==> src/include/dma_defs.svh <==
`ifndef DMA_DEFS_SVH
`define DMA_DEFS_SVH

// Ring bus widths
`define DMA_ADDR_W       32
`define DMA_DATA_W       64
`define DMA_MASK_W       8

// log2 of the 4-byte word
`define DMA_WORD_OFFSET  2

// Word counter, 1 MB of 4-byte words
`define DMA_CNT_W        18

// Repeat pass counter
`define DMA_RPT_W        4

// Tag table
`define DMA_SLOT_W       4
`define DMA_NUM_SLOTS    16
`define DMA_THREAD_ID_W  2

`endif

==> src/rtl/dma_pkg.sv <==
`default_nettype none

`include "dma_defs.svh"

package dma_pkg;

  typedef enum logic [1:0] {
    ST_IDLE       = 2'b00,
    ST_GET_TAG    = 2'b01,
    ST_FETCH_REQ  = 2'b10,
    ST_FETCH_DONE = 2'b11
  } fetch_state_e;

  typedef enum logic {
    REQ_READ  = 1'b0,
    REQ_WRITE = 1'b1
  } req_type_e;

  typedef enum logic {
    MODE_PREFETCH = 1'b0,         // Source equals destination
    MODE_RW       = 1'b1
  } dma_mode_e;

  typedef struct packed {
    logic [`DMA_THREAD_ID_W-1:0] thread_id;
    logic [`DMA_SLOT_W-1:0]      slot;
  } dma_tag_t;

  typedef struct packed {
    dma_tag_t                tag;
    req_type_e               req_type;
    logic [`DMA_ADDR_W-1:0]  addr;
    logic [`DMA_DATA_W-1:0]  wdata;
    logic [`DMA_MASK_W-1:0]  mask;
  } dma_req_t;

  typedef struct packed {
    dma_tag_t                tag;
    logic [`DMA_DATA_W-1:0]  rdata;
  } dma_rsp_t;

  typedef struct packed {
    logic [`DMA_ADDR_W-1:0]  src_addr;      // Aligned to element size
    logic [`DMA_ADDR_W-1:0]  dst_addr;      // Aligned to element size
    logic [`DMA_ADDR_W-1:0]  length_bytes;
    logic                    use_8b;
    logic [`DMA_RPT_W-1:0]   rpt_less_1;
    logic [`DMA_ADDR_W-1:0]  grp_depth;     // Bytes, multiple of element size
    logic [`DMA_ADDR_W-1:0]  stride;        // Bytes, multiple of element size
  } dma_cfg_t;

endpackage

`default_nettype wire

==> src/rtl/dma_fetch_ctrl.sv <==
`default_nettype none
`timescale 1ns/1ps

`include "dma_defs.svh"

module dma_fetch_ctrl
  import dma_pkg::*;
#(
  parameter logic [`DMA_THREAD_ID_W-1:0] THREAD_ID = '0
) (
  input  wire logic                    clk,
  input  wire logic                    rstn,
  input  wire dma_cfg_t                cfg,
  input  wire logic                    start,

  output logic                         rd_req_vld,
  output dma_req_t                     rd_req,
  input  wire logic                    rd_req_rdy,

  output logic                         alloc_req,
  output logic                         alloc_take,
  output logic      [`DMA_CNT_W-1:0]   take_offset,
  input  wire logic                    slot_free,
  input  wire logic [`DMA_SLOT_W-1:0]  free_slot,
  input  wire logic                    table_empty,

  output logic                         done,
  output logic                         idle
);

  localparam int PAD_W = `DMA_ADDR_W - `DMA_CNT_W - `DMA_WORD_OFFSET;

  fetch_state_e              rff_state, next_state;
  logic [`DMA_CNT_W-1:0]     rff_idx, next_idx;
  logic [`DMA_CNT_W-1:0]     rff_grp, next_grp;
  logic [`DMA_CNT_W-1:0]     rff_tot, next_tot;
  logic [`DMA_RPT_W-1:0]     rff_rpt, next_rpt;

  logic [`DMA_CNT_W-1:0]     step;
  logic [`DMA_CNT_W-1:0]     len_words;
  logic [`DMA_CNT_W-1:0]     req_words;
  logic [`DMA_CNT_W-1:0]     grp_words;
  logic [`DMA_CNT_W-1:0]     stride_words;

  // ======================================================================
  // Command decode

  assign step         = cfg.use_8b ? `DMA_CNT_W'(2) : `DMA_CNT_W'(1);
  assign len_words    = cfg.length_bytes[`DMA_WORD_OFFSET +: `DMA_CNT_W];
  assign grp_words    = cfg.grp_depth[`DMA_WORD_OFFSET +: `DMA_CNT_W];
  assign stride_words = cfg.stride[`DMA_WORD_OFFSET +: `DMA_CNT_W];

  // Round the length up to whole elements
  always_comb begin
    if (!cfg.use_8b) begin
      if (cfg.length_bytes[`DMA_WORD_OFFSET-1:0] == '0) begin
        req_words = len_words;
      end else begin
        req_words = len_words + `DMA_CNT_W'(1);
      end
    end else begin
      if (cfg.length_bytes[`DMA_WORD_OFFSET:0] == '0) begin
        req_words = len_words;
      end else begin
        req_words = {len_words[`DMA_CNT_W-1:1], 1'b0} + `DMA_CNT_W'(2);
      end
    end
  end

  // ======================================================================
  // Fetch FSM

  always_ff @(posedge clk) begin
    if (!rstn) begin
      rff_state <= ST_IDLE;
      rff_idx   <= '0;
      rff_grp   <= '0;
      rff_tot   <= '0;
      rff_rpt   <= '0;
    end else begin
      rff_state <= next_state;
      rff_idx   <= next_idx;
      rff_grp   <= next_grp;
      rff_tot   <= next_tot;
      rff_rpt   <= next_rpt;
    end
  end

  always_comb begin
    next_state = rff_state;
    next_idx   = rff_idx;
    next_grp   = rff_grp;
    next_tot   = rff_tot;
    next_rpt   = rff_rpt;
    done       = 1'b0;
    case (rff_state)
      ST_IDLE: begin
        if (start) begin
          next_state = ST_GET_TAG;
          next_idx   = '0;
          next_grp   = '0;
          next_tot   = '0;
          next_rpt   = '0;
        end
      end
      ST_GET_TAG: begin
        if (slot_free) begin
          next_state = ST_FETCH_REQ;
        end
      end
      ST_FETCH_REQ: begin
        if (rd_req_rdy) begin
          next_grp = rff_grp + step;
          next_tot = rff_tot + step;
          if (next_grp == grp_words) begin
            next_grp = '0;
            next_idx = rff_idx + step + stride_words - grp_words;  // Skip to next group
          end else begin
            next_idx = rff_idx + step;
          end
          if (next_idx >= req_words) begin
            next_state = ST_FETCH_DONE;
          end else begin
            next_state = ST_GET_TAG;
          end
        end
      end
      ST_FETCH_DONE: begin
        if (table_empty) begin
          if (rff_rpt == cfg.rpt_less_1) begin
            done       = 1'b1;
            next_state = ST_IDLE;
          end else begin
            next_rpt   = rff_rpt + 1'b1;  // Total count keeps running
            next_idx   = '0;
            next_grp   = '0;
            next_state = ST_GET_TAG;
          end
        end
      end
      default: begin
        next_state = ST_IDLE;
      end
    endcase
  end

  // ======================================================================
  // Read request

  assign rd_req_vld  = (rff_state == ST_FETCH_REQ);
  assign alloc_req   = (rff_state == ST_GET_TAG);
  assign alloc_take  = rd_req_vld & rd_req_rdy;
  assign take_offset = rff_tot;
  assign idle        = (rff_state == ST_IDLE);

  always_comb begin
    rd_req               = '0;
    rd_req.tag.thread_id = THREAD_ID;
    rd_req.tag.slot      = free_slot;
    rd_req.req_type      = REQ_READ;
    rd_req.addr          = cfg.src_addr + {{PAD_W{1'b0}}, rff_idx, {`DMA_WORD_OFFSET{1'b0}}};
    rd_req.mask          = '1;
  end

endmodule

`default_nettype wire

==> src/rtl/dma_tag_table.sv <==
`default_nettype none
`timescale 1ns/1ps

`include "dma_defs.svh"

module dma_tag_table (
  input  wire logic                    clk,
  input  wire logic                    rstn,

  input  wire logic                    alloc_req,     // Fetch FSM waiting for a slot
  input  wire logic                    take,
  input  wire logic [`DMA_CNT_W-1:0]   take_offset,
  output logic      [`DMA_SLOT_W-1:0]  free_slot,
  output logic                         slot_free,
  output logic                         empty,

  input  wire logic                    clear,
  input  wire logic [`DMA_SLOT_W-1:0]  clear_slot,
  output logic      [`DMA_CNT_W-1:0]   clear_offset
);

  logic [`DMA_NUM_SLOTS-1:0]                  in_use;
  logic [`DMA_NUM_SLOTS-1:0][`DMA_CNT_W-1:0]  offsets;
  logic [`DMA_SLOT_W-1:0]                     low_slot;
  logic [`DMA_SLOT_W-1:0]                     set_slot;

  // ======================================================================
  // Slot selection

  always_comb begin
    low_slot = '0;
    for (int i = `DMA_NUM_SLOTS-1; i >= 0; i--) begin
      if (!in_use[i]) begin
        low_slot = `DMA_SLOT_W'(i);    // Lowest index wins
      end
    end
  end

  // Held steady while the read request waits for ready
  always_ff @(posedge clk) begin
    if (alloc_req && slot_free) begin
      set_slot <= low_slot;
    end
  end

  // ======================================================================
  // In-use bits and stored offsets

  always_ff @(posedge clk) begin
    if (!rstn) begin
      in_use <= '0;
    end else begin
      if (take) begin
        in_use[set_slot] <= 1'b1;
      end
      if (clear) begin
        in_use[clear_slot] <= 1'b0;
      end
    end
  end

  always_ff @(posedge clk) begin
    if (take) begin
      offsets[set_slot] <= take_offset;
    end
  end

  assign free_slot    = set_slot;
  assign slot_free    = |(~in_use);
  assign empty        = ~(|in_use);
  assign clear_offset = offsets[clear_slot];  // Destination word offset of the responding tag

endmodule

`default_nettype wire

==> src/rtl/dma_thread.sv <==
`default_nettype none
`timescale 1ns/1ps

`include "dma_defs.svh"

module dma_thread
  import dma_pkg::*;
#(
  parameter logic [`DMA_THREAD_ID_W-1:0] THREAD_ID = '0
) (
  input  wire logic      clk,
  input  wire logic      rstn,

  input  wire dma_cfg_t  cfg,           // Stable from start until done
  input  wire logic      start,

  output logic           rd_req_vld,
  output dma_req_t       rd_req,
  input  wire logic      rd_req_rdy,

  input  wire logic      rd_rsp_vld,
  input  wire dma_rsp_t  rd_rsp,
  output logic           rd_rsp_rdy,

  output logic           wr_req_vld,
  output dma_req_t       wr_req,
  input  wire logic      wr_req_rdy,

  output logic           done,
  output logic           idle
);

  logic                    alloc_req;
  logic                    alloc_take;
  logic [`DMA_CNT_W-1:0]   take_offset;
  logic                    slot_free;
  logic [`DMA_SLOT_W-1:0]  free_slot;
  logic                    table_empty;
  logic                    clear;
  logic [`DMA_SLOT_W-1:0]  clear_slot;
  logic [`DMA_CNT_W-1:0]   clear_offset;

  // ======================================================================
  // Read side

  dma_fetch_ctrl #(
    .THREAD_ID   (THREAD_ID)
  ) u_fetch (
    .clk         (clk),
    .rstn        (rstn),
    .cfg         (cfg),
    .start       (start),
    .rd_req_vld  (rd_req_vld),
    .rd_req      (rd_req),
    .rd_req_rdy  (rd_req_rdy),
    .alloc_req   (alloc_req),
    .alloc_take  (alloc_take),
    .take_offset (take_offset),
    .slot_free   (slot_free),
    .free_slot   (free_slot),
    .table_empty (table_empty),
    .done        (done),
    .idle        (idle)
  );

  dma_tag_table u_tags (
    .clk          (clk),
    .rstn         (rstn),
    .alloc_req    (alloc_req),
    .take         (alloc_take),
    .take_offset  (take_offset),
    .free_slot    (free_slot),
    .slot_free    (slot_free),
    .empty        (table_empty),
    .clear        (clear),
    .clear_slot   (clear_slot),
    .clear_offset (clear_offset)
  );

  // ======================================================================
  // Write side

  dma_write_path #(
    .THREAD_ID    (THREAD_ID)
  ) u_wr (
    .cfg          (cfg),
    .rd_rsp_vld   (rd_rsp_vld),
    .rd_rsp       (rd_rsp),
    .rd_rsp_rdy   (rd_rsp_rdy),
    .wr_req_vld   (wr_req_vld),
    .wr_req       (wr_req),
    .wr_req_rdy   (wr_req_rdy),
    .clear        (clear),
    .clear_slot   (clear_slot),
    .clear_offset (clear_offset)
  );

endmodule

`default_nettype wire

==> src/rtl/dma_write_path.sv <==
`default_nettype none
`timescale 1ns/1ps

`include "dma_defs.svh"

module dma_write_path
  import dma_pkg::*;
#(
  parameter logic [`DMA_THREAD_ID_W-1:0] THREAD_ID = '0
) (
  input  wire dma_cfg_t                cfg,

  input  wire logic                    rd_rsp_vld,
  input  wire dma_rsp_t                rd_rsp,
  output logic                         rd_rsp_rdy,

  output logic                         wr_req_vld,
  output dma_req_t                     wr_req,
  input  wire logic                    wr_req_rdy,

  output logic                         clear,
  output logic      [`DMA_SLOT_W-1:0]  clear_slot,
  input  wire logic [`DMA_CNT_W-1:0]   clear_offset
);

  localparam int PAD_W  = `DMA_ADDR_W - `DMA_CNT_W - `DMA_WORD_OFFSET;
  localparam int HALF_W = `DMA_MASK_W / 2;

  dma_mode_e               mode;
  logic [`DMA_ADDR_W-1:0]  wr_addr;
  logic [`DMA_MASK_W-1:0]  wr_mask;

  assign mode = (cfg.src_addr == cfg.dst_addr) ? MODE_PREFETCH : MODE_RW;

  // ======================================================================
  // Handshake and tag release

  always_comb begin
    if (mode == MODE_RW) begin
      wr_req_vld = rd_rsp_vld;
      rd_rsp_rdy = wr_req_rdy;                // Stalled write holds the response
      clear      = rd_rsp_vld & wr_req_rdy;
    end else begin
      wr_req_vld = 1'b0;
      rd_rsp_rdy = 1'b1;                      // Prefetch data is dropped
      clear      = rd_rsp_vld;
    end
  end

  assign clear_slot = rd_rsp.tag.slot;

  // ======================================================================
  // Write request

  assign wr_addr = cfg.dst_addr + {{PAD_W{1'b0}}, clear_offset, {`DMA_WORD_OFFSET{1'b0}}};

  always_comb begin
    if (cfg.use_8b) begin
      wr_mask = '1;
    end else if (wr_addr[`DMA_WORD_OFFSET]) begin
      wr_mask = {{HALF_W{1'b1}}, {HALF_W{1'b0}}};  // Upper word of the beat
    end else begin
      wr_mask = {{HALF_W{1'b0}}, {HALF_W{1'b1}}};
    end
  end

  always_comb begin
    wr_req.tag.thread_id = THREAD_ID;
    wr_req.tag.slot      = rd_rsp.tag.slot;
    wr_req.req_type      = REQ_WRITE;
    wr_req.addr          = wr_addr;
    wr_req.wdata         = rd_rsp.rdata;
    wr_req.mask          = wr_mask;
  end

endmodule

`default_nettype wire

==> config.mk <==
export PLATFORM = sky130hd
export DESIGN_NAME = dma_thread
export DESIGN_NICKNAME = d
export VERILOG_FILES = /design/src/rtl/dma_pkg.sv /design/src/rtl/dma_fetch_ctrl.sv /design/src/rtl/dma_tag_table.sv /design/src/rtl/dma_thread.sv /design/src/rtl/dma_write_path.sv
export VERILOG_INCLUDE_DIRS = /design/src /design/src/include
export SDC_FILE = /design/constraint.sdc
export NUM_CORES = 1
export LEC_CHECK = 0
export ABC_AREA = 0
export BUFFER_PORTS_ARGS = -buffer_cell sky130_fd_sc_hd__buf_2
export CAP_MARGIN = 40
export CELL_PAD_IN_SITES_DETAIL_PLACEMENT = 0
export CELL_PAD_IN_SITES_GLOBAL_PLACEMENT = 1
export CORE_MARGIN = 3
export CORE_UTILIZATION = 31
export DETAILED_ROUTE_END_ITERATION = 10
export PLACE_DENSITY_LB_ADDON = 0.1
export SLEW_MARGIN = 20
export SYNTH_ARGS = -nofsm -noshare
export SYNTH_HDL_FRONTEND = slang
export SYNTH_SLANG_ARGS = --single-unit
==> constraint.sdc <==
create_clock -name clk -period 9.9 [get_ports clk]
set_clock_uncertainty 0.15 [all_clocks]
set_input_delay 0.495 -clock clk [delete_from_list [all_inputs] [get_ports clk]]
set_output_delay 0.495 -clock clk [all_outputs]
set_load 0.005 [all_outputs]
---- Word level (Yosys, flattened, before mapping) ----
Cells that the tools add are included.
storage, ports and cells
  input bits .............................. 241
  bits in registers ....................... 368
  output and inout port bits .............. 227
cells by class
  bitwise logic cells ..................... 6
  reductions and logical operators ........ 18
  equal/unequal tests ..................... 11
  magnitude comparators ................... 5
  mux-type cells .......................... 63
  $add $sub $neg .......................... 10
operator list
  cell                                           number
  bitwise mux 288 bit                            1
  two-way mux 18 bit                             15
  one-hot mux 18 bit (3 select lines)            2
  adder 18 bit                                   4
  binary-select mux 18 bit (select 4 bit)        1
  demux 18 bit (select 4 bit)                    1
  adder 32 x 20 -> 32 bit                        2
  two-way mux 16 bit                             3
  two-way mux 4 bit                              11
  one-hot mux 18 bit (2 select lines)            1
  equality test 32 bit                           1
  inverter 16 bit                                2
  OR reduction 16 bit                            2
  adder 18 x 1 -> 18 bit, second input constant  1
  adder 18 x 2 -> 18 bit, second input constant  1
  equality test 18 bit                           1
  greater-or-equal comparator 18 bit             1
  subtractor 18 bit                              1
  bitwise AND 16 bit                             1
  two-way mux 2 bit                              8
  two-way mux 8 bit                              2
  OR 16 bit                                      1
  two-way mux 3 bit                              4
  AND reduction 4 bit                            3
  other kinds (21)                               43

---- Depth between registers and ports, before layout ----
Gate-level depths: netlist (run 1).
  word-level depth ........................ 15
  gate-level depth with buffers ........... 25

---- Cells and area by module ----
A second synthesis (run 1) with hierarchy kept.
unflattened totals
  cell total of the unflattened synthesis .. 1838
  area, all modules ....................... 21640.8 sq um
by module, submodules not included
  module          times used  area each (sq um)  cells an instance
  dma_tag_table   1           11786.3            554
  dma_fetch_ctrl  1           7562.3             974
  dma_write_path  1           2292.2             310

---- Worst setup path after synthesis (run 1) ----
No wires, ideal clock.
  path type ............................... in2out
  start ................................... input rd_rsp[64] in the netlist's numbering
  end ..................................... output wr_req[96] in the netlist's numbering
  required time ........................... 9.255 ns
  arrival time ............................ 5.177 ns
  stages on the path ...................... 16
  setup slack ............................. 4.078 ns
  cell sequence ........................... clkbuf_1 > buf_1 > buf_1 > mux4_2 > mux4_2 > ha_1 > inv_1 > fa_1 > nor2b_1 > o31a_1 > o21ai_0 > o311ai_0 > a221o_1 > a221oi_1 > nor3b_1 > xor2_1
RTL lines
  what         RTL line          RTL
  from (decl)  dma_thread.sv:22  input wire dma_rsp_t rd_rsp,
  to (decl)    dma_thread.sv:26  output dma_req_t wr_req,

==> results of run 1 <==
[worst max path at each step]
stage	cells past startpoint	slack, ns	to
finish	14	3.47	wr_req[94]
global route	14	3.02	wr_req[94]
CTS	14	3.37	wr_req[94]
detailed placement	20	3.27	u_fetch.rff_state[1]
global placement	20	3.24	u_fetch.rff_state[1]
floorplan	16	4.08	wr_req[96]
[metal layers]
metal / track usage [%] / vias to the layer above
met5: 0 / -
met4: 4.68 / 0
met3: 3.02 / 91
met2: 31.0 / 392
met1: 22.8 / 6920
li1: - / 6499
[stage by stage]
step / cell area (um^2) / cells
4_1_cts: 24300 / 2781
5_1_grt: 24300 / 2783
3_5_place_dp: 22800 / 2705
6_report: 24300 / 2783
3_3_place_gp: 22500 / 2691
2_1_floorplan: 21400 / 1785
[synthesized netlist by cell type, types with 7 or more instances]
cell type	instances
sky130_fd_sc_hd__edfxtp_1	292
sky130_fd_sc_hd__buf_4	159
sky130_fd_sc_hd__xor2_1	98
sky130_fd_sc_hd__mux4_2	90
sky130_fd_sc_hd__ha_1	86
sky130_fd_sc_hd__inv_1	85
sky130_fd_sc_hd__nor2_1	85
sky130_fd_sc_hd__nand2_1	83
sky130_fd_sc_hd__xnor2_1	83
sky130_fd_sc_hd__dfxtp_1	76
sky130_fd_sc_hd__a21oi_1	71
sky130_fd_sc_hd__nand3_1	52
sky130_fd_sc_hd__o21ai_0	38
sky130_fd_sc_hd__nor3_1	27
sky130_fd_sc_hd__nand4_1	26
sky130_fd_sc_hd__a31oi_1	25
sky130_fd_sc_hd__nand2b_1	23
sky130_fd_sc_hd__clkbuf_1	22
sky130_fd_sc_hd__fa_1	22
sky130_fd_sc_hd__nor4_1	20
sky130_fd_sc_hd__a21o_1	17
sky130_fd_sc_hd__and3_1	17
sky130_fd_sc_hd__o221a_2	16
sky130_fd_sc_hd__mux2i_1	14
sky130_fd_sc_hd__a22o_1	13
sky130_fd_sc_hd__or3_1	11
sky130_fd_sc_hd__a211oi_1	10
sky130_fd_sc_hd__and2_1	10
sky130_fd_sc_hd__buf_1	10
sky130_fd_sc_hd__nor2b_1	10
sky130_fd_sc_hd__a21boi_0	8
sky130_fd_sc_hd__o21bai_1	8
sky130_fd_sc_hd__o211ai_1	7
sky130_fd_sc_hd__o21a_1	7
sky130_fd_sc_hd__o31ai_1	7
sky130_fd_sc_hd__or2_2	7
[worst min-delay path, delay by kind of cell]
| kind | cells | cell delay, ns |
|---|---|---|
| buffers and inverters | 1 | 0.10 |
| AOI/OAI and AO/OA | 1 | 0.15 |
| adders and majority gates | 1 | 0.13 |
| muxes | 1 | 0.08 |
[flip-flops by register name, summed over array words and instances, names as in the netlist]
signal	flops
u_fetch.rff_grp	18
u_fetch.rff_idx	18
u_fetch.rff_rpt	4
u_fetch.rff_state	2
u_fetch.take_offset	18
u_tags.free_slot	4
u_tags.in_use	16
u_tags.offsets	288
[report_power, final]
group | switching, mW | total [mW] | internal [mW]
Combinational | 0.392 | 0.625 | 0.233
Clock | 0.646 | 1.62 | 0.970
Sequential | 0.0294 | 1.70 | 1.67
Total | 1.07 | 3.94 | 2.88
[layout make-up]
| cell class | count | area, um^2 |
|---|---|---|
| clock inverter | 20 | 308 |
| inverter | 85 | 319 |
| tap | 873 | 1090 |
| antenna | 1 | 2.50 |
| sequential | 368 | 10300 |
| clock buffer | 56 | 1130 |
| multi-input combinational | 1134 | 9580 |
| timing repair buffer | 246 | 1540 |
| fill | 6628 | 43100 |
[cells by family after synthesis]
group           count (synthesis)  share of synthesized area (%)
simple gates                  397                           9.77
flops                         368                           48.7
buf+inv                       283                           7.92
compound gates                259                           8.24
xor+xnor                      182                           7.61
mux                           110                           10.6
fa+ha+maj                     108                           7.17
other cells                     2                         0.0355
==> impl.org, run 1 <==
** Global route
- Across every metal layer, demand over resource in global routing totals 17.7%.
- Number of antenna violations at the first check in global routing :: 1
- Wire length of the first global-routing pass :: 93400 um
- The number of global-route vias before repair was 13900.
- For this run the aggregate overflow at the end of global routing stands at 0.
- Largest net degree at the start of global routing :: 36

** Setup path
- STA puts the critical path data arrival time at 5.78 ns.
- Reg-to-reg critical path endpoint :: u_fetch.rff_state[1]
- Worst-path cell with the longest stage delay :: sky130_fd_sc_hd__a221oi_1
- Dominant delay contributor by cell family on the critical path :: compound AO/OA/AOI/OAI gates
- In this run the worst setup path begins at rd_rsp[64].
- The largest single stage delay on the critical path is 0.82 ns.
- Sort of element at the start of the critical path :: primary input
- Along the worst path, the maximum fanout reaches 35.
- The startpoint identified for the worst register-to-register timing path is u_fetch.rff_idx[0].
- Cell-by-cell trace of the critical path :: buf_4, buf_4, mux4_2, mux4_2, ha_1, a21oi_1, nand2_1, o21ai_0, o311ai_0, a221o_1, a221oi_1, nor2_1, xor2_1, buf_2
- STA puts the critical path data required time at 9.26 ns.
- Register-to-Register Setup Slack :: 4.01 ns
- Critical path endpoint category :: primary output
- The worst setup path is of the primary input to primary output kind.
- The number of buffers and inverters on the critical path is 3.
- Measured in cells, the most critical reg-to-reg path has a length of 22.

** Yosys
- A synthesized cell averages 12.4 um^2.
- In the synthesized netlist the dominant register cell turns out to be sky130_fd_sc_hd__edfxtp_1.
- The top cell type by area accounts for 41.5% of the synthesized area.
- Library cell with the largest summed area after synthesis :: sky130_fd_sc_hd__edfxtp_1
- Post-Synthesis Cells :: 1709
- Post-synthesis cell area :: 21100 um^2
- Synthesis inferred 368 register bits.
- EDFF count, synth :: 292
- The Yosys step of the flow raised 0 warnings.
- Proportion of synthesized flip-flops having asynchronous set or reset :: 0%
- The synthesized netlist contains 73 unique library cells.
- Sequential fraction of the synthesis area :: 48.7%
- Top cells by area, synth :: sky130_fd_sc_hd__edfxtp_1, sky130_fd_sc_hd__mux4_2, sky130_fd_sc_hd__dfxtp_1

** Routing
- The final route contains 13900 vias.
- In the routed design, unresolved DRC markers number 0.
- Remaining antenna violation count :: 0
- Metal-1 WL :: 27600 um
- In this run the top signal layer used is met4.
- In the final routed layout, each cell accounts on average for 23.2 um.
- Sum of met2 wire segment lengths after detailed routing :: 31900 um
- Detailed routing placed a total of 3570 um of wire on met3.
- Count of TritonRoute iterations in the first routing pass :: 6
- Detailed router's first-iteration violation count :: 887
- Via density :: 5.00
- For this block, the routed nets add up to 64500 um of wire.

** STA
- Final setup vio count :: 0
- Once routing completed, OpenROAD measured the worst setup slack at 3.47 ns.
- Setup repair after global routing left no endpoint under its margin.
- At the pin with the least slew margin, the transition time is 0.945 ns.
- Endpoints failing hold :: 0
- The total count of max-transition violations in the final report is 0.
- Hold Worst Slack :: 0.269 ns
- Measured against its own limit, the worst slew margin works out to 37.0%.
- Final critical-path share of the clock period :: 64.9%
- Counting I/O delays and the setup requirement, the final critical path takes 6.43 ns.
- Setup total negative slack on the finished layout was measured at 0 ns.
- Max frequency :: 156 MHz

** Power
- Post-layout power :: 3.94 mW
- Cell area power density :: 162 nW/um^2
- The worst-case IR drop observed on VDD is 0.117 mV.
- For this design the static power due to leakage is 9.82 nW.

** Clocking
- In this run the clock root is driven by a sky130_fd_sc_hd__clkbuf_16.
- Buffers inserted to repair hold after CTS numbered 0.
- Longest Clk Path Bufs :: 3
- Clock tree synthesis inserted a total of 42 buffers.
- CTS saw 368 sinks.
- Clock-pin slew on the worst setup and hold paths :: 0.06 ns
- Post-CTS Setup Repair Bufs :: 0
- TritonCTS built the clock tree.
- For the worst-skew pair, the clock arrives at the later sink with an insertion delay of 0.57 ns.
- H-tree level count :: 2
- Number of gates given a new drive strength after cts :: 0

** Finish
- The net count of the finished layout is 2226.
- Fraction of layout instances using a drive strength above 1 :: 23.7%
- Compared with the post-synthesis result, the final layout area differs by 14.8%.
- Leaving out fill and tap cells, the most frequent cells in the layout are sky130_fd_sc_hd__edfxtp_1, sky130_fd_sc_hd__buf_2, sky130_fd_sc_hd__xor2_1.
- The library cell used most frequently in the layout, excluding fill and tap cells, is sky130_fd_sc_hd__edfxtp_1.
- Cells fill 36.0% of the core in the end.

** Floorplanning
- Effective utilization at floorplan :: 31.4%
- In this run the standard cell core region covers 67400 um^2.
- For this design the top-level I/O count stands at 468.
- Number of cell rows :: 95
- The die covers 71400 um^2.
- Die X :: 267 um
- The floorplan step set the die height to 267 um.

** Hold path
- In this run the most critical hold path is launched from cfg[2].
- Along the worst hold path, the cell count comes to 4.
- The path with the worst hold slack has its endpoint at u_fetch.rff_idx[0].
- The worst hold path belongs to the class primary input to register.

** Place
- Input/output buffers :: 219
- Detailed placement finished with a half-perimeter wire length of 48800 um.
- Routability-driven placement finished with a final weighted congestion of 0.836.
- Pre-CTS worst setup slack :: 3.27 ns

** Job
- Number of max-capacitance violations reported :: 0

** Run status
- The flow ran to the end, and the final reports show no timing, DRC or antenna violations.
Note: power is estimated with default switching activity, not from simulation.
==> inputs of run 2 (changes only) <==
==> constraint.sdc (replaced) <==
create_clock -name clk -period 6.4 [get_ports clk]
set_clock_uncertainty 0.15 [all_clocks]
set_input_delay 0.32 -clock clk [delete_from_list [all_inputs] [get_ports clk]]
set_output_delay 0.32 -clock clk [all_outputs]
set_load 0.005 [all_outputs]
==> run 2 against run 1 <==
Worst hold slack worse by 0.15 ns. Largest power group unchanged. Final cell count up 0.22%. Sequential power up 55%. Combinational power up 55%. Utilization about the same. Clock power up 45%. Clock-buffer cell count down 3.
==> impl.org, run 2 (synthesized netlist as in run 1, its figures left out) <==
** Clocking
- Longest Clk Path Bufs :: 3 (unchanged)
- TritonCTS sink count :: 368 (unchanged)
- Clock root cell :: sky130_fd_sc_hd__clkbuf_16 (unchanged)
- The TritonCTS buffer count was 41 (was 42).
- The buffers inserted during post-CTS setup optimization is 0 (unchanged).
- The quantity of hold-fixing buffers added after cts is 0 (unchanged).
- H-tree level count :: 2 (unchanged)
- Clock tree from TritonCTS :: yes (unchanged)
- The clock transition time at the flip-flop clock pins of the worst setup and hold paths came to 0.06 ns (about the same).
- The post-cts sizing count came to 0 (unchanged).
- Insertion delay of the later-clocked pin in the worst-skew pair :: 0.58 ns (was 0.57 ns)

** Hold path
- The cell depth of the worst min-delay path came to 4 (unchanged).
- The type of the most critical hold path was primary input to register (unchanged).

** Setup path
- Cell-by-cell trace of the critical path: ha_1, fa_1, nand3_1, nor2_1, nand2_1, xnor2_1, fa_1, ha_1, a21oi_1, o21ai_0, a31oi_1, a21oi_1, o211a_1, a211oi_1, o21ai_0, and2_1, ha_1, nand3b_1, or3_1, o211ai_1, nor3_1 (was buf_4, buf_4, mux4_2, mux4_2, ha_1, a21oi_1, nand2_1, o21ai_0, o311ai_0, a221o_1, a221oi_1, nor2_1, xor2_1, buf_2).
- Sort of element at the start of the critical path :: register (was primary input)
- Max incr delay on CP :: 0.51 ns (was 0.82 ns)
- Dominant cell type by count on the critical path :: sky130_fd_sc_hd__ha_1
- The worst-path cell with the longest stage delay is sky130_fd_sc_hd__dfxtp_1 (was sky130_fd_sc_hd__a221oi_1).
- The depth of the worst register-to-register path came to 21 (was 22).
- Arrival time of the worst setup path :: 6.07 ns (was 5.78 ns)
- Critical path buffers and inverters :: 0 (was 3)
- Classification of the worst setup path :: register to register (was primary input to primary output)
- Critical path endpoint category :: register (was primary output)
- The critical path's top delay family was adder cells (was compound AO/OA/AOI/OAI gates).
- The depth of the critical timing path with buffers and inverters included came to 21 (was 14).
- The worst endpoint required time came to 6.69 ns (was 9.26 ns).
- Largest driver fanout on the critical path :: 6 (was 35)

** Floorplanning
- Die X :: 267 um (unchanged)
- The area of the core was 67400 um^2 (unchanged).
- The starting utilization of the core area came to 31.4% (unchanged).
- The number of primary I/O pins came to 468 (unchanged).
- The die extent in y was 267 um (unchanged).
- Number of cell rows :: 95 (unchanged)
- Area enclosed by the die boundary :: 71400 um^2 (unchanged)

** Routing
- The detailed route wirelength on metal2 came to 32600 um (was 31900 um).
- Vias :: 13800 (was 13900)
- Routed length per instance :: 23.3 um (was 23.2 um)
- Total length of routed met3 wires :: 2850 um (was 3570 um)
- Via density :: 4.94 (was 5.00)
- The uppermost signal routing layer after detailed routing was met4 (unchanged).
- The final wirelength is 64900 um (was 64500 um).
- The initial detailed-routing violation count came to 834 (was 887).
- The detailed-router iteration count before antenna repair is 6 (unchanged).
- Remaining DRCs :: 0 (unchanged)
- The post-detailed-route count of antenna-violating nets was 0 (unchanged).
- Metal-1 WL :: 28000 um (was 27600 um)

** Power
- VDD IR max :: 0.164 mV (was 0.117 mV)
- Relative contribution of combinational cells to total power :: 16.2% (was 15.8%)
- Cell area power density :: 245 nW/um^2 (was 162 nW/um^2)
- Fraction of power consumed by sequential logic :: 44.2% (was 43.2%)
- The internal power consumption is 4.32 mW (was 2.88 mW).
- The switching component of the power is 1.63 mW (was 1.07 mW).
- The part of the power in the clock network is 39.5% (was 41.0%).
- The leakage power is 9.83 nW (was 9.82 nW).
- The switching share of power was 27.4% (was 27.1%).

** Finish
- The share of cells above drive strength 1 is 24.0% (was 23.7%).
- Post-route insts no fill :: 2789 (was 2783)
- Final Net Count :: 2235 (was 2226)
- Top register by number of flip-flops :: u_tags.offsets (unchanged)
- Area added between synthesis and finish :: 14.9% (was 14.8%)
- The area of all placed cells without fillers came to 24300 um^2 (about the same).
- Most used cells in the layout excluding fill and tap cells: sky130_fd_sc_hd__edfxtp_1, sky130_fd_sc_hd__buf_2, sky130_fd_sc_hd__xor2_1 (unchanged).
- Largest register FFs :: 288 (unchanged)
- The most common cell after layout, fill and taps aside is sky130_fd_sc_hd__edfxtp_1 (unchanged).

** STA
- The total count of max-transition violations in the final report came to 0 (unchanged).
- Crit path setup slack, layout :: 0.628 ns (was 3.47 ns)
- The normalized max-slew margin is 44.0% (was 37.0%).
- Final setup vio count :: 0 (unchanged)
- Final critical path time including I/O delays and setup :: 5.77 ns
- Final total negative setup slack :: 0 ns (unchanged)
- Endpoints failing hold :: 0 (unchanged)
- Unrepaired setup endpoints after global routing: false (unchanged).
- Hold Worst Slack :: 0.115 ns (was 0.269 ns)
- Slew at the pin closest to its max-slew limit :: 0.833 ns (was 0.945 ns)
- In the finished design, the share of the clock period the worst path needs comes to 90.2%.
- Max frequency :: 173 MHz

** Global route
- The maximum number of pins on one net before global-route repair came to 32 (was 36).
- Overflow left after global routing :: 0 (unchanged)
- Via count of the first global-routing pass :: 14000 (was 13900)
- Total routing resource utilization after global routing :: 17.9% (was 17.7%)
- Number of antenna violations at the first check in global routing :: 0 (was 1)
- The wire length of the first global-routing pass is 94000 um (was 93400 um).

** Place
- The number of buffer cells added on primary ports is 219 (unchanged).
- The estimated wirelength of the detail-placed design came to 49300 um (was 48800 um).
- DP Area :: 22900 um^2 (was 22800 um^2)
- Routability-driven placement congestion ratio :: 0.860 (was 0.836)
- Placed cell count :: 2715 (was 2705)
- The setup slack after placement is 0.546 ns (was 3.27 ns).

** Job
- The count of maximum capacitance violations is 0 (unchanged).

** Run status
- Run status: finished, final reports clean (unchanged).
[run 2: layout make-up]
cell class,count,area (um^2)
antenna,1,2.50
clock buffer,53,1090
clock inverter,19,245
fill,6582,43100
inverter,85,319
multi-input combinational,1134,9570
sequential,368,10300
tap,873,1090
timing repair buffer,256,1670
[run 2: worst paths after layout]
path	start	to	slack, ns
min	cfg[2]	u_fetch.rff_idx[0]	0.11
max	u_fetch.rff_idx[0]	u_fetch.rff_state[1]	0.63
max reg2reg	u_fetch.rff_idx[0]	u_fetch.rff_state[1]	0.63
min reg2reg	u_fetch.rff_grp[17]	u_fetch.rff_grp[17]	0.33
[run 2: stage by stage]
step	total power, mW	util (%)
after floorplan	3.30	-
final	5.96	36.0
after detailed placement	3.66	34.0
after global placement	3.65	33.5
after global routing	6.24	36.0
after CTS	6.05	36.0
[run 2: tightest hold or removal path: cells and delay by family]
family                     cells  cell delay, ns
AOI/OAI and AO/OA              1            0.15
muxes                          1            0.09
adders and majority gates      1            0.13
buffers and inverters          1            0.11
[run 2: power groups by stage]
stage	Combinational, mW	Sequential (mW)	Clock (mW)
after CTS	0.985	2.63	2.43
after detailed placement	0.979	2.68	0
after global placement	0.971	2.68	0
after floorplan	0.640	2.66	0
after global routing	1.07	2.64	2.53
final	0.967	2.63	2.35
[run 2: per-layer routing]
layer  global-route usage [%]  up-vias
met5                        0        -
met4                     4.77        0
met3                     2.81       92
met2                     31.7      375
met1                     22.9     6813
li1                         -     6508
==> inputs of run 3 (changes only) <==
--- a/config.mk
+++ b/config.mk
@@ -14,6 +14,7 @@
 export CORE_MARGIN = 3
 export CORE_UTILIZATION = 31
 export DETAILED_ROUTE_END_ITERATION = 10
+export MAX_ROUTING_LAYER = met4
 export PLACE_DENSITY_LB_ADDON = 0.1
 export SLEW_MARGIN = 20
 export SYNTH_ARGS = -nofsm -noshare
==> constraint.sdc (replaced) <==
create_clock -name clk -period 7 [get_ports clk]
set_clock_uncertainty 0.15 [all_clocks]
set_input_delay 0.35 -clock clk [delete_from_list [all_inputs] [get_ports clk]]
set_output_delay 0.35 -clock clk [all_outputs]
set_load 0.005 [all_outputs]
==> run 3 against run 2 <==
Non-clock buffer count is 1 higher. Setup slack improved by 0.46 ns. Fmax decreased by 2.5%. First-iteration DRC count increased by 7.0%. Critical path depth grew 3. Highest routed layer unchanged. Global-route usage grew 0.46 points. Sequential power down 8.4%. Sequential cell count unchanged.
==> impl.org, run 3 (synthesized netlist as in run 1, its figures left out) <==
** Global route
- The maximum number of pins on one net before global-route repair was 36 (was 32).
- The wire length of the first global-routing pass came to 94000 um (about the same).
- Number of antenna violations at the first check in global routing :: 0 (unchanged)
- The total overflow reported by the global router came to 0 (unchanged).
- The number of global-route vias before repair came to 14100 (was 14000).
- Total routing resource utilization after global routing :: 18.4% (was 17.9%)

** Clocking
- TritonCTS sink count :: 368 (unchanged)
- Insertion delay of the later-clocked pin in the worst-skew pair :: 0.57 ns (was 0.58 ns)
- Clock tree from TritonCTS :: yes (unchanged)
- Number of buffers created by CTS :: 42 (was 41)
- Clock-pin slew on the worst setup and hold paths :: 0.05 ns (was 0.06 ns)
- Hold Buf Count CTS :: 0 (unchanged)
- H-tree level count :: 2 (unchanged)
- Number of gates given a new drive strength after cts :: 0 (unchanged)
- Clock root cell :: sky130_fd_sc_hd__clkbuf_16 (unchanged)
- The buffers inserted during post-CTS setup optimization is 0 (unchanged).
- The number of buffers on the longest clock path was 3 (unchanged).

** Setup path
- The worst endpoint required time is 7.29 ns (was 6.69 ns).
- Dominant delay contributor by cell family on the critical path :: adder cells (unchanged)
- Classification of the worst setup path :: register to register (unchanged)
- The worst-path cell with the longest stage delay is sky130_fd_sc_hd__dfxtp_1 (unchanged).
- The number of buffers and inverters on the critical path was 1 (was 0).
- Sort of element at the start of the critical path :: register (unchanged)
- The biggest cell delay along the critical path is 0.54 ns (was 0.51 ns).
- The biggest fanout along the worst timing path came to 5 (was 6).
- Arrival time of the worst setup path :: 6.21 ns (was 6.07 ns)
- Critical path endpoint category :: register (unchanged)
- The library cell appearing most often on the critical path was sky130_fd_sc_hd__a21oi_1 (was sky130_fd_sc_hd__ha_1).
- Cell-by-cell trace of the critical path :: ha_1, fa_1, nand3_1, nor2_1, nand2_1, xor2_1, fa_1, inv_1, ha_1, nand2_1, a21oi_1, a21oi_1, o21bai_1, a21oi_1, xor2_1, mux2i_1, ha_1, a21o_1, a21oi_1, nand2_1, o41ai_1, o211ai_1, o211ai_1, nor3_1 (was ha_1, fa_1, nand3_1, nor2_1, nand2_1, xnor2_1, fa_1, ha_1, a21oi_1, o21ai_0, a31oi_1, a21oi_1, o211a_1, a211oi_1, o21ai_0, and2_1, ha_1, nand3b_1, or3_1, o211ai_1, nor3_1)

** Floorplanning
- The area of the core was 67400 um^2 (unchanged).
- The die extent in y was 267 um (unchanged).
- Ports placed on the boundary :: 468 (unchanged)
- Effective utilization at floorplan :: 31.4% (unchanged)
- The area of the die came to 71400 um^2 (unchanged).
- The die extent in x came to 267 um (unchanged).
- Number of cell rows :: 95 (unchanged)

** STA
- The final setup violation count is 0 (unchanged).
- Unrepaired setup endpoints after global routing: false (unchanged).
- The highest clock rate is 169 MHz (was 173 MHz).
- Final total negative setup slack :: 0 ns (unchanged)
- Final critical-path share of the clock period :: 84.5% (was 90.2%)
- The final period demand of the worst path came to 5.92 ns (was 5.77 ns).
- The setup slack of the critical path after layout came to 1.08 ns (was 0.628 ns).
- The measured slew at the worst slew-check pin is 0.812 ns (was 0.833 ns).
- The number of failing hold endpoints at the final stage is 0 (unchanged).
- The total count of max-transition violations in the final report is 0 (unchanged).
- Slew HR :: 45.5% (was 44.0%)

** Finish
- The number of flip-flops under the largest register name is 288 (unchanged).
- The largest register by flop count is u_tags.offsets (unchanged).
- The share of cells above drive strength 1 came to 24.0% (about the same).
- Most common library cell in the layout ignoring fill and taps :: sky130_fd_sc_hd__edfxtp_1 (unchanged)
- Most used cells in the layout excluding fill and tap cells: sky130_fd_sc_hd__edfxtp_1, sky130_fd_sc_hd__buf_2, sky130_fd_sc_hd__xor2_1 (unchanged).
- The number of antenna repair diodes is 0 (was 1).
- The number of nets at the end of the flow is 2237 (was 2235).
- Post-route insts no fill :: 2794 (was 2789)
- Fillers :: 6622 (was 6582)
- Area added between synthesis and finish :: 15.1% (was 14.9%)

** Routing
- Vias :: 13800 (about the same)
- Wire length after detailed routing :: 64700 um (was 64900 um)
- The initial detailed-routing violation count is 892 (was 834).
- Via density :: 4.95 (was 4.94)
- Remaining DRCs :: 0 (unchanged)
- Remaining antenna violation count :: 0 (unchanged)
- The detailed-router iteration count before antenna repair came to 4 (was 6).
- The average wire per standard cell is 23.2 um (was 23.3 um).

** Run status
- Run status: finished, final reports clean (unchanged).

** Power
- The total power per unit cell area is 225 nW/um^2 (was 245 nW/um^2).
- VDD IR max :: 0.168 mV (was 0.164 mV)
- Leak Pwr :: 9.86 nW (was 9.83 nW)

** Place
- The number of cells after detailed placement was 2715 (unchanged).
- Pre-CTS worst setup slack :: 0.899 ns (was 0.546 ns)
- Routability-driven placement congestion ratio :: 0.840 (was 0.860)
- Detailed-placement wirelength estimate :: 49200 um (was 49300 um)
- Input/output buffers :: 219 (unchanged)

** Job
- Number of max-capacitance violations reported :: 0 (unchanged)

** Hold path
- Min-delay worst type :: primary input to register (unchanged)
[run 3: stage by stage]
stage,hold slack [ns],power [mW],utilization (%),instance area (um^2)
finish,0.145,5.47,36.1,24300
global route,0.159,5.72,36.1,24300
CTS,0.105,5.55,36.0,24300
detailed placement,0.325,3.34,34.0,22900
global placement,0.323,3.33,33.4,22500
floorplan,0.300,3.02,-,21400
[run 3: worst register-to-register path, delay by kind of cell (launching register included)]
kind | cells | cell delay [ns]
xor gates and xnor gates | 2 | 0.35
DFF | 1 | 0.54
muxes | 1 | 0.37
buffers and inverters | 1 | 0.04
AOI/OAI and AO/OA | 9 | 1.58
and+or+nand+nor | 6 | 0.94
adders and majority gates | 5 | 1.81
[run 3: layout make-up]
type | instances | area, um^2 | area share, %
Sequential cell | 368 | 10300 | 42.3
Multi-Input combinational cell | 1134 | 9580 | 39.4
Clock buffer | 58 | 1150 | 4.74
Clock inverter | 19 | 214 | 0.879
Tap cell | 873 | 1090 | 4.49
Timing Repair Buffer | 257 | 1680 | 6.91
Inverter | 85 | 319 | 1.31
[run 3: path summary, 6_finish.rpt]
path / startpoint / to / slack, ns / cells after the start
min reg2reg: u_fetch.rff_grp[17] / u_fetch.rff_grp[17] / 0.33 / 1
max reg2reg: u_fetch.rff_idx[0] / u_fetch.rff_state[1] / 1.08 / 24
max: u_fetch.rff_idx[0] / u_fetch.rff_state[1] / 1.08 / 24
min: rstn / u_fetch.rff_state[1] / 0.15 / 3
[run 3: metal layers]
metal / share of wire [%] / global-route usage, %
met5: 0 / -
met4: 2.3 / 4.80
met3: 4.8 / 2.97
met2: 50 / 31.5
met1: 43 / 22.7
[run 3: report_power, final]
part           switching, mW  internal [mW]
Combinational          0.550          0.330
Clock                  0.909           1.27
Sequential            0.0417           2.37
